File: src/rtl/rect_pkg.sv
//================================================
// raster, framebuffer, shape and palette constants
// raster is simulation sized, one pixel per clk_100m
//================================================
package rect_pkg;

    localparam int CORDW = 16;  // signed coordinate width

    // display raster
    localparam int H_ACTIVE = 128;
    localparam int H_FP     = 8;
    localparam int H_SYNC   = 12;
    localparam int H_BP     = 12;
    localparam int H_TOTAL  = H_ACTIVE + H_FP + H_SYNC + H_BP;  // 160
    localparam int V_ACTIVE = 72;
    localparam int V_FP     = 4;
    localparam int V_SYNC   = 6;
    localparam int V_BP     = 8;
    localparam int V_TOTAL  = V_ACTIVE + V_FP + V_SYNC + V_BP;  // 90
    localparam logic signed [CORDW-1:0] H_LAST = CORDW'(H_TOTAL - 1);
    localparam logic signed [CORDW-1:0] V_LAST = CORDW'(V_TOTAL - 1);

    // framebuffer
    localparam int FB_SCALE  = 2;  // power of two only
    localparam int FB_WIDTH  = H_ACTIVE / FB_SCALE;
    localparam int FB_HEIGHT = V_ACTIVE / FB_SCALE;
    localparam int FB_CIDXW  = 4;
    localparam int FB_CHANW  = 4;
    localparam int FB_ADDRW  = 12;

    // 12-bit rgb, entry 0 is the background
    localparam logic [3*FB_CHANW-1:0] PALETTE [2**FB_CIDXW] = '{
        12'h000, 12'h125, 12'h725, 12'h085, 12'hA53, 12'h554, 12'hCCC, 12'hFFE,
        12'hF04, 12'hFA0, 12'hFE2, 12'h0E3, 12'h3AF, 12'h879, 12'hF7A, 12'hFCA
    };

    // nested rectangles, shape i shrinks by i on every side
    localparam int SHAPE_CNT = 8;
    localparam int SHAPE_IDW = $clog2(SHAPE_CNT);
    localparam logic [SHAPE_IDW-1:0] SHAPE_LAST = SHAPE_IDW'(SHAPE_CNT - 1);
    localparam logic signed [CORDW-1:0] SHAPE_X0 = 16'sd4;
    localparam logic signed [CORDW-1:0] SHAPE_Y0 = 16'sd2;
    localparam logic signed [CORDW-1:0] SHAPE_X1 = 16'sd59;
    localparam logic signed [CORDW-1:0] SHAPE_Y1 = 16'sd33;

    // drawing speed
    localparam int PIX_FRAME = 400;  // pixels per frame at most
    localparam int PIX_CNTW  = $clog2(PIX_FRAME + 1);

endpackage

File: src/rtl/draw_rectangle.sv
//================================================
// expects x0 < x1 and y0 + 1 < y1
// emits 2w+2h-4 pixels, one per cycle with oe high
//================================================
`timescale 1ns/1ps

module draw_rectangle (
    input  logic                              clk_100m,
    input  logic                              rst_n,
    input  logic                              start,
    input  logic                              oe,
    input  logic signed [rect_pkg::CORDW-1:0] x0,
    input  logic signed [rect_pkg::CORDW-1:0] y0,
    input  logic signed [rect_pkg::CORDW-1:0] x1,
    input  logic signed [rect_pkg::CORDW-1:0] y1,
    output logic signed [rect_pkg::CORDW-1:0] x,
    output logic signed [rect_pkg::CORDW-1:0] y,
    output logic                              drawing,
    output logic                              done
);

    enum logic [2:0] {IDLE, TOP, RIGHT, BOTTOM, LEFT} state;

    logic signed [rect_pkg::CORDW-1:0] x0_r;  // corners held for the whole outline
    logic signed [rect_pkg::CORDW-1:0] y0_r;
    logic signed [rect_pkg::CORDW-1:0] x1_r;
    logic signed [rect_pkg::CORDW-1:0] y1_r;

    // current x, y is valid whenever an edge is active and oe is high
    assign drawing = (state != IDLE) && oe;

    always_ff @(posedge clk_100m) begin
        if (state == IDLE && start) begin
            x0_r <= x0;
            y0_r <= y0;
            x1_r <= x1;
            y1_r <= y1;
        end
    end

    always_ff @(posedge clk_100m or negedge rst_n) begin
        if (!rst_n) begin
            state <= IDLE;
            done  <= 1'b0;
            x     <= '0;
            y     <= '0;
        end else begin
            done <= 1'b0;
            case (state)
                IDLE: if (start) begin
                    x     <= x0;
                    y     <= y0;
                    state <= TOP;
                end
                TOP: if (oe) begin  // left to right, both corners
                    if (x == x1_r) begin
                        y     <= y + 1'b1;
                        state <= RIGHT;
                    end else begin
                        x <= x + 1'b1;
                    end
                end
                RIGHT: if (oe) begin  // downwards, bottom corner included
                    if (y == y1_r) begin
                        x     <= x - 1'b1;
                        state <= BOTTOM;
                    end else begin
                        y <= y + 1'b1;
                    end
                end
                BOTTOM: if (oe) begin  // right to left
                    if (x == x0_r) begin
                        y     <= y - 1'b1;
                        state <= LEFT;
                    end else begin
                        x <= x - 1'b1;
                    end
                end
                LEFT: if (oe) begin  // upwards, stops short of top corner
                    if (y == y0_r + 1'b1) begin
                        done  <= 1'b1;
                        state <= IDLE;
                    end else begin
                        y <= y - 1'b1;
                    end
                end
                default: state <= IDLE;
            endcase
        end
    end

endmodule

File: config.mk
export PLATFORM = sky130hd
export DESIGN_NAME = draw_rectangle
export DESIGN_NICKNAME = d
export VERILOG_FILES = /design/src/rtl/rect_pkg.sv /design/src/rtl/draw_rectangle.sv
export SDC_FILE = /design/constraint.sdc
export NUM_CORES = 1
export LEC_CHECK = 0
export ABC_AREA = 1
export ABC_CLOCK_PERIOD_IN_PS = 5700
export BUFFER_PORTS_ARGS = -buffer_cell sky130_fd_sc_hd__buf_2
export CAP_MARGIN = 20
export CORE_MARGIN = 8
export CORE_UTILIZATION = 30
export DETAILED_ROUTE_END_ITERATION = 10
export HOLD_SLACK_MARGIN = 0.15
export PLACE_DENSITY = 0.55
export SYNTH_ARGS = -nofsm -noshare
export SYNTH_HDL_FRONTEND = slang
export SYNTH_SLANG_ARGS = --single-unit
File: constraint.sdc
create_clock -name clk_100m -period 5.7 [get_ports clk_100m]
set_input_delay 0.285 -clock clk_100m [delete_from_list [all_inputs] [get_ports clk_100m]]
set_output_delay 0.285 -clock clk_100m [all_outputs]
set_load 0.05 [all_outputs]
# Word level (Yosys, flattened, before mapping)
# Index checks and enable logic that the tools add are counted.
# op_classes
addsub,5
n_eq_ne,21
muxes,31
reduce_logical,9
# ops
op,n
two-way mux 16 bit,16
one-hot mux 16 bit (5 select lines),1
== test 16 bit,4
one-hot mux 16 bit (4 select lines),1
adder 16 x 1 -> 16 bit (second input constant),3
subtractor 16 x 1 -> 16 bit (second input constant),2
two-way mux 3 bit,9
!= test 2 bit (second input constant),13
one-hot mux 3 bit (5 select lines),1
AND reduction 10 bit,1
AND reduction 9 bit,1
AND reduction 8 bit,1
== test 3 x 2 -> 1 bit (second input constant),2
nonzero test 5 bit,1
nonzero test 4 bit,1
== test 3 x 1 -> 1 bit (second input constant),1
== test 3 bit (second input constant),1
logical NOT 3 bit,1
two-way mux 1 bit,3
nonzero test 3 bit,1
logical AND 1 bit,2
# totals
register_bits,100
output_inout_bits,34
wordCells,74

# Logic depth before layout (Yosys ltp)
# Gate-level depths: netlist (run 1).
# depth
ltp_word,5
ltp_mapped,16
mapped_depth_nobuf,16

# Worst setup path after synthesis (run 1)
# OpenSTA, ideal clock, no wires.
# synth_path
path_type,flip-flop to flip-flop
start,reg state[1] (netlist name)
end,reg y[6] (netlist name)
setup_time_ps,120
arrival_ps,4576
path_slack_ps,1004
stages_incl_launch_ff,10
n_path_buf,1
period_less_slack_ps,4696
path_cell_list,dfrtp_1 -> nor2_1 -> nand2_1 -> nor2_1 -> o22ai_1 -> nor2_4 -> nand2_4 -> buf_6 -> nand2_1 -> nand2_1
# synth_between
elab_chain_cells,3
elab_cells_between_ends,17
classes_between,eq/ne (13); mux (1); reduce/logical (3)
# synth_rtl
element,line_no,rtl
"start, declared",draw_rectangle.sv:22,"enum logic [2:0] {IDLE, TOP, RIGHT, BOTTOM, LEFT} state;"
"start signal, assigned",draw_rectangle.sv:43,state <= IDLE;
"start signal, assigned",draw_rectangle.sv:53,state <= TOP;
"start signal, assigned",draw_rectangle.sv:58,state <= RIGHT;
== test 3 bit (tied with other cells),draw_rectangle.sv:49,case (state)
nonzero test 5 bit (no line) / != test 2 bit (equally long branches),n/a,
AND reduction 10 bit (no line),n/a,
"end signal, assigned",draw_rectangle.sv:52,y <= y0;
"end signal, assigned",draw_rectangle.sv:57,y <= y + 1'b1;
"end signal, assigned",draw_rectangle.sv:68,y <= y + 1'b1;
"end, declared",draw_rectangle.sv:17,"output logic signed [rect_pkg::CORDW-1:0] y,"
# Parallel ways exist; a longest one is shown, timed or not.
# A chain may end at the register's enable or synchronous reset.

# Final worst setup path (run 1)
# layout_path
start,reg state[1] (netlist name)
end,reg x[13] (netlist name)
# layout_between
elab_chain_cells,3
elab_cells_between_ends,14
classes_between,eq/ne (10); mux (1); reduce/logical (3)
# layout_rtl
element,line_no,rtl
== test 3 x 2 -> 1 bit (tied with other cells),draw_rectangle.sv:49,
!= test 2 bit (no line) / nonzero test 4 bit (equally long branches),n/a,
AND reduction 8 bit (no line),n/a,
"end signal, assigned",draw_rectangle.sv:60,x <= x + 1'b1;
"end signal, assigned",draw_rectangle.sv:65,x <= x - 1'b1;
"end signal, assigned",draw_rectangle.sv:76,x <= x - 1'b1;
"end, declared",draw_rectangle.sv:16,"output logic signed [rect_pkg::CORDW-1:0] x,"
# Parallel ways exist; a longest one is shown, timed or not.

==> impl_metrics.yaml, run 1 <==
routing:
  met3WireLength_um: 957
  drc: 0
  vias: 6179
  wl_per_cell_um: 15.09
  drt_iter0_drc: 393
  met1Wirelength_um: 9178
  drt_first_pass_iters: 5
  wl_um: 19830
  postRouteAntennaNets: 0
  top_layer_used: "met4"
  avgViaCountPerCell: 4.702
  met2_length_um: 9365
place:
  placed_cell_area_um2: 7627
  dp_hpwl_um: 14700
  io_buffers: 101
  place_congestion: 0.8592
  dp.cells: 1234
run_status:
  status: "complete, no violations"
sta:
  fin_crit_ns: 3.104
  tightest_slew_ns: 0.9685
  hold_viol: 0
  finalCritPeriodShare_pct: 54.45
  fmax_mhz: 322.2
  setup_viol_count_final: 0
  finClkSkew_ns: 0.009876
  relSlewSlack_pct: 35.43
  report.final.slew_viol_count: 0
  rsz0062_at_grt: "false"
  timing.hold.ws_ns: 0.1823
  finalSetupTns_ns: 0
clocking:
  root_buffer: "clkbuf_16"
  clk_latency_ns: 0.35
  numCtsBuffers: 9
  clk_path_buf_depth: 2
  cts_tree: "done"
  htreeDepth: 3
  cts_resized: 0
  path_clk_slew_ns: 0.07
  clkSinkCount: 100
  postCtsSetupBuffers: 0
worst_setup_path:
  crit_path_end_kind: "register"
  crit_required_ns: 5.95
  cp_max_fo: 21
  arrival_ns: 3.35
  criticalPathCategory: "reg2reg"
  cp-start-kind: "register"
layout:
  final_area_um2: 8561
  layout-drive-gt1-share_pct: 14.77
  n_fill_cell: 2324
  layout_common_cells: "288 x nand2_1, 101 x buf_2, 79 x nand3_1"
  stdcell_count: 1314
  final_common_cell: "nand2_1"
  seq_area_um2: 2823
  diodes: 0
  multi_input_area_um2: 3669
  fin_nets: 1123
  area_growth_pct: 25.77
die:
  die-width_um: 166.6
  core_um2: 22430
  pin_count: 102
  dieArea_um2: 27760
  row_count: 55
  start_util_pct: 30.34
  die_h_um: 166.6
synthesis:
  postSynthNetCount: 958
  synth_warnings: 0
  ys_seq_area_share_pct: 41.47
  synth_cell_types: 43
  syn_area_um2: 6807
  avgSynthCellArea_um2: 7.924
  ys_ff_latch: 100
  syn_inst: 859
global_routing:
  gr-total-overflow: 0
  grt_pass1_vias: 6220
  grt_pass1_wl_um: 31870
  grt_antenna_before_repair: 0
  grtUsageTotal_pct: 14.24
  grt_max_degree: 66
pwr:
  swShare_pct: 52.50
  finalPower_mw: 5.232
  vdd_drop_max_uv: 375.9
  p_sw_mw: 2.747
  clkPwrFrac_pct: 11.8
  power.share.sequential_pct: 26.0
  p_int_mw: 2.485
  p_leak_nw: 3.984
  p_comb_share_pct: 62.2
  p_per_area_nw_per_um2: 611.2
flow_run:
  cap_violations: 0
min_path:
  hold_path.class: "in2reg"
-- synth_stat cells --
cell type / number / share of area (%)
nor3_2: 1 / 0.15
o22ai_1: 3 / 0.28
o21bai_1: 3 / 0.33
buf_6: 1 / 0.17
clkbuf_2: 1 / 0.073
nor2_1: 57 / 3.1
or2_2: 10 / 0.92
nand3_2: 3 / 0.44
o21ai_0: 28 / 2.1
fa_1: 2 / 0.59
nand4_4: 1 / 0.31
nor2_4: 5 / 0.83
nand2_2: 3 / 0.28
buf_2: 5 / 0.37
xor2_1: 12 / 1.5
a21oi_1: 41 / 3.0
a21boi_0: 1 / 0.11
nand2_4: 2 / 0.33
nor3_1: 8 / 0.59
clkinv_1: 1 / 0.055
dfrtp_1: 36 / 13
o22a_1: 1 / 0.13
edfxtp_1: 64 / 28
or2_0: 1 / 0.092
o211ai_1: 2 / 0.22
o31ai_1: 1 / 0.11
buf_4: 1 / 0.11
nor2_2: 4 / 0.37
clkbuf_1: 6 / 0.33
nand3_1: 79 / 5.8
nand3b_1: 5 / 0.55
o21bai_2: 1 / 0.17
a21o_1: 6 / 0.66
o21a_1: 1 / 0.11
xnor2_1: 56 / 7.2
ha_1: 29 / 5.3
inv_1: 65 / 3.6
nand2_1: 288 / 16
and2_1: 1 / 0.092
a21oi_2: 1 / 0.13
a31oi_1: 1 / 0.092
nand4_1: 21 / 1.9
inv_2: 1 / 0.055
-- power by group through the flow --
stage	clock network, mW	logic, mW	registers [mW]
final	0.617	3.25	1.36
after global routing	0.661	3.66	1.40
after CTS	0.637	3.26	1.37
after detailed placement	0	3.20	1.39
after global placement	0	3.19	1.39
after floorplan	0	2.19	1.63
-- through the flow --
stage | worst slack (ns) | utilization [%]
floorplan | 1.004 | -
global placement | 2.700 | 34.00
detailed placement | 2.634 | 34.00
CTS | 2.618 | 38.16
global route | 2.216 | 38.16
finish | 2.596 | 38.16
-- sequential cells by signal (all words and copies together), names as in the netlist --
register / flops
done: 1
state: 3
x: 16
x0_r: 16
x1_r: 16
y: 16
y0_r: 16
y1_r: 16
-- worst max-delay path, stage by stage, from the launching register on --
cell,delay (ns)
dfrtp_1,0.44
nor2_1,0.23
nor2_1,0.06
buf_4,0.19
inv_1,0.49
o22ai_1,0.13
nor2_1,0.11
nand2_1,0.07
nor2_2,0.54
inv_1,0.48
nand2_1,0.17
nand2_1,0.06
-- cell families (layout without fill, tap and decap cells) --
| logic type | after synthesis | after routing | share of synthesized area [%] |
|---|---|---|---|
| AO/OA/AOI/OAI | 90 | 90 | 7.408 |
| XOR/XNOR | 68 | 68 | 8.750 |
| adder cells (fa/ha/maj) | 31 | 31 | 5.919 |
| buffers and inverters | 81 | 251 | 4.742 |
| flip-flops | 100 | 100 | 41.47 |
| AND/OR/NAND/NOR | 489 | 489 | 31.71 |
-- what timing repair did --
| item | in CTS | in global routing |
|---|---|---|
| hold endpoints to repair | 99 | 0 |
| endpoints found under the setup margin | 0 | 0 |
| hold buffers | 64 | 0 |
-- layout make-up --
type                            instances  area share, %
Clock inverter                          6         0.7454
Multi-Input combinational cell        678          42.85
Clock buffer                           10          2.675
Timing Repair Buffer                  168          13.65
Inverter                               67          2.938
Tap cell                              285          4.165
Sequential cell                       100          32.97
-- worst paths after layout --
path / from / endpoint / slack (ns) / depth (start not counted)
min in group asynchronous: rst_n / x[15] / 0.62 / 2
max in group asynchronous: rst_n / y[10] / 4.47 / 2
worst min-delay path: y0[13] / y0_r[13] / 0.18 / 1
worst max register to register: state[1] / x[13] / 2.60 / 11
worst min register to register: state[0] / state[0] / 0.55 / 2
worst max-delay path: state[1] / x[13] / 2.60 / 11
-- layer usage --
metal / global-route usage, % / vias up
li1: - / 3187
met1: 17.73 / 2831
met2: 24.50 / 137
met3: 3.002 / 24
met4: 4.034 / 0
met5: 0 / -
No activity file was read; power rests on OpenSTA's default activity.
==> run 2: changes to the inputs <==
--- a/config.mk
+++ b/config.mk
@@ -6,7 +6,7 @@
 export NUM_CORES = 1
 export LEC_CHECK = 0
 export ABC_AREA = 1
-export ABC_CLOCK_PERIOD_IN_PS = 5700
+export ABC_CLOCK_PERIOD_IN_PS = 3000
 export BUFFER_PORTS_ARGS = -buffer_cell sky130_fd_sc_hd__buf_2
 export CAP_MARGIN = 20
 export CORE_MARGIN = 8
==> constraint.sdc (replaced) <==
create_clock -name clk_100m -period 3 [get_ports clk_100m]
set_input_delay 0.15 -clock clk_100m [delete_from_list [all_inputs] [get_ports clk_100m]]
set_output_delay 0.15 -clock clk_100m [all_outputs]
set_load 0.05 [all_outputs]
==> run 2 against run 1 <==
Net effect: total power is 93% higher; setup slack worse by 2.2 ns; clock power is 96% higher; first-iteration DRC count is 19% lower; count of clock-buffer cells in the layout stayed put; non-clock buffer count is 8 higher; routed wire length hardly changed; utilization is 0.35 points higher; via count hardly changed; critical path type unchanged; largest cell class unchanged; highest routed layer is now met5.
==> impl_metrics.yaml, run 2 (synthesized netlist as in run 1, its figures left out) <==
pwr:
  vdd_drop_max_uv: 876.6
  p_leak_nw: 4.026
  p_per_area_nw_per_um2: 1168
routing:
  met2_length_um: 9892
  top_layer_used: "met5"
  wl_um: 19850
  postRouteAntennaNets: 0
  drt_first_pass_iters: 4
  avgViaCountPerCell: 4.675
  met3WireLength_um: 864
  vias: 6181
  met1Wirelength_um: 8807
  drt_iter0_drc: 318
  wl_per_cell_um: 15.02
  drc: 0
run_status:
  status: "complete, no violations"
sta:
  setup_viol_count_final: 0
  finalCritPeriodShare_pct: 88.18
  finClkSkew_ns: 0.007930
  finalSetupTns_ns: 0
  fmax_mhz: 378.0
  tightest_slew_ns: 0.9615
  fin_crit_ns: 2.645
  worst_slack_ns: 0.3546
  report.final.slew_viol_count: 0
  rsz0062_at_grt: "false"
  timing.hold.ws_ns: 0.1701
  hold_viol: 0
  relSlewSlack_pct: 35.90
die:
  die-width_um: 166.6
  start_util_pct: 30.34
  die_h_um: 166.6
  pin_count: 102
  dieArea_um2: 27760
  core_um2: 22430
  row_count: 55
layout:
  layout_common_cells: "286 x nand2_1, 101 x buf_2, 79 x nand3_1"
  layout-drive-gt1-share_pct: 15.53
  area_growth_pct: 26.91
  diodes: 0
  n_fill_cell: 2275
  final_common_cell: "nand2_1"
  fin_nets: 1131
  fin_util_pct: 38.51
global_routing:
  grt_pass1_wl_um: 31870
  grt_pass1_vias: 6275
  grtUsageTotal_pct: 14.26
  grt_max_degree: 65
  grt_antenna_before_repair: 1
  gr-total-overflow: 0
worst_setup_path:
  cp-start-kind: "register"
  criticalPathCategory: "reg2reg"
  slowest_stage: "dfrtp_1"
  worst_path_most_repeated_cell: "nand2_1"
  cp_cell_sequence: "nor2_1 > nand2_1 > nand2_2 > ha_1 > a21o_1 > or2_2 > a21oi_1 > or2_2 > nand3_1 > nand3_1 > nand2_1 > nand2_1 > nand2_1"
  crit_required_ns: 3.25
  crit_path_end_kind: "register"
  cpPeakStageDelay_ns: 0.45
  cp_max_fo: 9
  arrival_ns: 2.90
place:
  dp_hpwl_um: 14790
  place_congestion: 0.8704
  dp_slack_ns: 0.2554
  io_buffers: 101
min_path:
  hold_path.class: "in2reg"
clocking:
  htreeDepth: 3
  path_clk_slew_ns: 0.07
  clkSinkCount: 100
  root_buffer: "clkbuf_16"
  clk_path_buf_depth: 2
  numCtsBuffers: 9
  clk_latency_ns: 0.36
  cts_tree: "done"
flow_run:
  cap_violations: 0
## run 2: path summary, 6_finish.rpt
| path | start | endpoint | slack, ns | cells past startpoint |
|---|---|---|---|---|
| worst max-delay path | state[2] | x[13] | 0.35 | 13 |
| worst min-delay path | oe | done | 0.17 | 3 |
| worst max register to register | state[2] | x[13] | 0.35 | 13 |
| worst min register to register | state[0] | state[0] | 0.54 | 2 |
| max in group asynchronous | rst_n | y[8] | 1.92 | 2 |
| min in group asynchronous | rst_n | x[13] | 0.48 | 2 |
## run 2: report_power, final
group	internal (mW)	switching [mW]	total, mW
Clock	0.658	0.556	1.21
Combinational	2.20	4.09	6.29
Sequential	1.96	0.623	2.58
Total	4.82	5.27	10.1
## run 2: per-stage QoR
step	instance area, um2	cells	total power, mW
3_5_place_dp	7680	1241	8.824
5_1_grt	8638	1322	11.04
4_1_cts	8633	1322	10.16
2_1_floorplan	6814	859	7.243
3_3_place_gp	7680	1241	8.780
6_report	8638	1322	10.09
## run 2: metal layers
| layer | global-route usage, % | vias up |
|---|---|---|
| met3 | 2.837 | 22 |
| met1 | 16.66 | 2820 |
| met4 | 3.917 | 2 |
| li1 | - | 3214 |
| met2 | 26.06 | 123 |
| met5 | 0 | - |
## run 2: worst max-delay path: cells and delay by family, from the launching register on
kind / cells / cell delay, ns
AND/OR/NAND/NOR: 10 / 1.34
flip-flops: 1 / 0.45
AO/OA/AOI/OAI: 2 / 0.42
adder cells (fa/ha/maj): 1 / 0.32
## run 2: repair_timing
action                                  in CTS  in global routing
endpoints found under the setup margin       0                 12
hold endpoints to repair                   117                  0
setup buffers                                0                  0
resized for setup                            0                  2
hold buffers                                65                  0
## run 2: area by class of cell
type | count | area, um2 | area share [%]
multi-input combinational | 678 | 3674 | 42.53
sequential | 100 | 2823 | 32.68
timing repair buffer | 176 | 1231 | 14.25
tap | 285 | 356.6 | 4.128
inverter | 67 | 251.5 | 2.911
clock buffer | 10 | 229.0 | 2.651
clock inverter | 6 | 73.82 | 0.8546
==> run 3: changes to the inputs <==
--- a/config.mk
+++ b/config.mk
@@ -11,6 +11,7 @@
 export CAP_MARGIN = 20
 export CORE_MARGIN = 8
 export CORE_UTILIZATION = 30
+export CTS_BUF_LIST = sky130_fd_sc_hd__clkbuf_8
 export DETAILED_ROUTE_END_ITERATION = 10
 export HOLD_SLACK_MARGIN = 0.15
 export PLACE_DENSITY = 0.55
==> run 3 against run 2 <==
Net effect: register-to-register slack about the same; critical path depth down 1; combinational power is essentially flat; maximum frequency barely moved; sequential power barely moved; die area stayed put; utilization shrank 0.41 points; largest cell class unchanged; largest power group unchanged.
==> impl_metrics.yaml, run 3 (synthesized netlist as in run 1, its figures left out) <==
pwr:
  p_comb_share_pct: 64.2
  power.share.sequential_pct: 26.4
  finalPower_mw: 9.777
  swShare_pct: 53.45
  p_leak_nw: 3.988
  p_sw_mw: 5.226
  vdd_drop_max_uv: 863.2
  p_int_mw: 4.551
  clkPwrFrac_pct: 9.4
  p_per_area_nw_per_um2: 1144
global_routing:
  grt_pass1_vias: 6214
  grtUsageTotal_pct: 14.19
  grt_max_degree: 65
  grt_pass1_wl_um: 31750
  grt_antenna_before_repair: 1
  gr-total-overflow: 0
place:
  dp_hpwl_um: 14790
  dp.cells: 1241
  dp_slack_ns: 0.2554
  placed_cell_area_um2: 7680
  place_congestion: 0.8704
  io_buffers: 101
clocking:
  cts_tree: "done"
  numCtsBuffers: 9
  path_clk_slew_ns: 0.11
  clk_path_buf_depth: 2
  htreeDepth: 3
  clk_latency_ns: 0.38
  root_buffer: "clkbuf_8"
  postCtsSetupBuffers: 0
  clkSinkCount: 100
die:
  die_h_um: 166.6
  dieArea_um2: 27760
  die-width_um: 166.6
  row_count: 55
  core_um2: 22430
  start_util_pct: 30.34
  pin_count: 102
sta:
  tightest_slew_ns: 0.9731
  relSlewSlack_pct: 35.13
  finalSetupTns_ns: 0
  finalCritPeriodShare_pct: 88.25
  worst_slack_ns: 0.3526
  fmax_mhz: 377.7
  fin_crit_ns: 2.647
  setup_viol_count_final: 0
  rsz0062_at_grt: "false"
  timing.hold.ws_ns: 0.3259
  hold_viol: 0
  report.final.slew_viol_count: 0
  finClkSkew_ns: 0.01255
routing:
  drc: 0
  drt_first_pass_iters: 5
  drt_iter0_drc: 352
  avgViaCountPerCell: 4.673
  wl_per_cell_um: 14.93
  postRouteAntennaNets: 0
  wl_um: 19760
  vias: 6183
worst_setup_path:
  cp_max_fo: 9
  cp_cell_sequence: "nor2_1 > nand2_1 > nand2_2 > buf_4 > ha_1 > a21oi_1 > o21ai_0 > a21oi_1 > xor2_1 > nand2_1 > o211ai_1 > nand2_1"
  arrival_ns: 2.92
  cp-start-kind: "register"
  slowest_stage: "dfrtp_1"
  cp-startpoint: "state[2]"
  regToRegStartpoint: "state[2]"
  cpPeakStageDelay_ns: 0.47
  worst_path_most_repeated_cell: "nand2_1"
  crit_required_ns: 3.27
  criticalPathCategory: "reg2reg"
  crit_path_end_kind: "register"
layout:
  final_common_cell: "nand2_1"
  fin_nets: 1132
  diodes: 0
  layout_common_cells: "286 x nand2_1, 101 x buf_2, 79 x nand3_1"
  layout-drive-gt1-share_pct: 15.51
  stdcell_count: 1323
  area_growth_pct: 25.57
  fin_util_pct: 38.10
  final_area_um2: 8547
run_status:
  status: "complete, no violations"
min_path:
  hold_path.class: "in2reg"
  hp-start: "start"
flow_run:
  cap_violations: 0
-- run 3: final timing paths --
path                            end  slack, ns  cells after the start
max                           x[11]       0.35                     12
min                        state[0]       0.33                      7
max reg2reg                   x[11]       0.35                     12
min reg2reg                state[0]       0.55                      2
max in group asynchronous      x[1]       1.94                      2
min in group asynchronous      y[2]       0.46                      2
-- run 3: cell type report --
| class | count | area (um2) |
|---|---|---|
| Tap cell | 285 | 356.6 |
| Clock inverter | 7 | 77.57 |
| Clock buffer | 9 | 123.9 |
| Multi-Input combinational cell | 678 | 3674 |
| Inverter | 67 | 251.5 |
| Timing Repair Buffer | 177 | 1241 |
| Sequential cell | 100 | 2823 |
| Fill cell | 2284 | 13890 |
-- run 3: power groups by stage --
stage | Clock, mW | Combinational [mW] | Sequential (mW)
2_1_floorplan | 0 | 4.17 | 3.07
3_3_place_gp | 0 | 6.16 | 2.62
3_5_place_dp | 0 | 6.20 | 2.62
4_1_cts | 0.959 | 6.30 | 2.59
5_1_grt | 0.993 | 7.09 | 2.65
6_report | 0.920 | 6.28 | 2.58
-- run 3: repair_timing --
item                                    4_1_cts  5_1_grt
endpoints found under the hold margin       131        0
hold buffers                                 66        0
gates resized for setup                       0        2
endpoints found under the setup margin        0       13
-- run 3: metal layers --
| layer | up-vias | track usage [%] | part of all wire (%) |
|---|---|---|---|
| met5 | - | 0 | 0.040 |
| met4 | 2 | 3.486 | 1.1 |
| met3 | 16 | 2.861 | 3.9 |
| met2 | 116 | 25.81 | 50 |
| met1 | 2840 | 16.82 | 45 |
| li1 | 3209 | - | - |
-- run 3: worst max-delay path, delay by kind of cell (launching register included) --
family | cells | cell delay [ns]
flip-flops | 1 | 0.47
AO/OA/AOI/OAI | 4 | 0.68
buffers and inverters | 1 | 0.22
AND/OR/NAND/NOR | 5 | 0.71
adder cells (fa/ha/maj) | 1 | 0.30
XOR/XNOR | 1 | 0.16
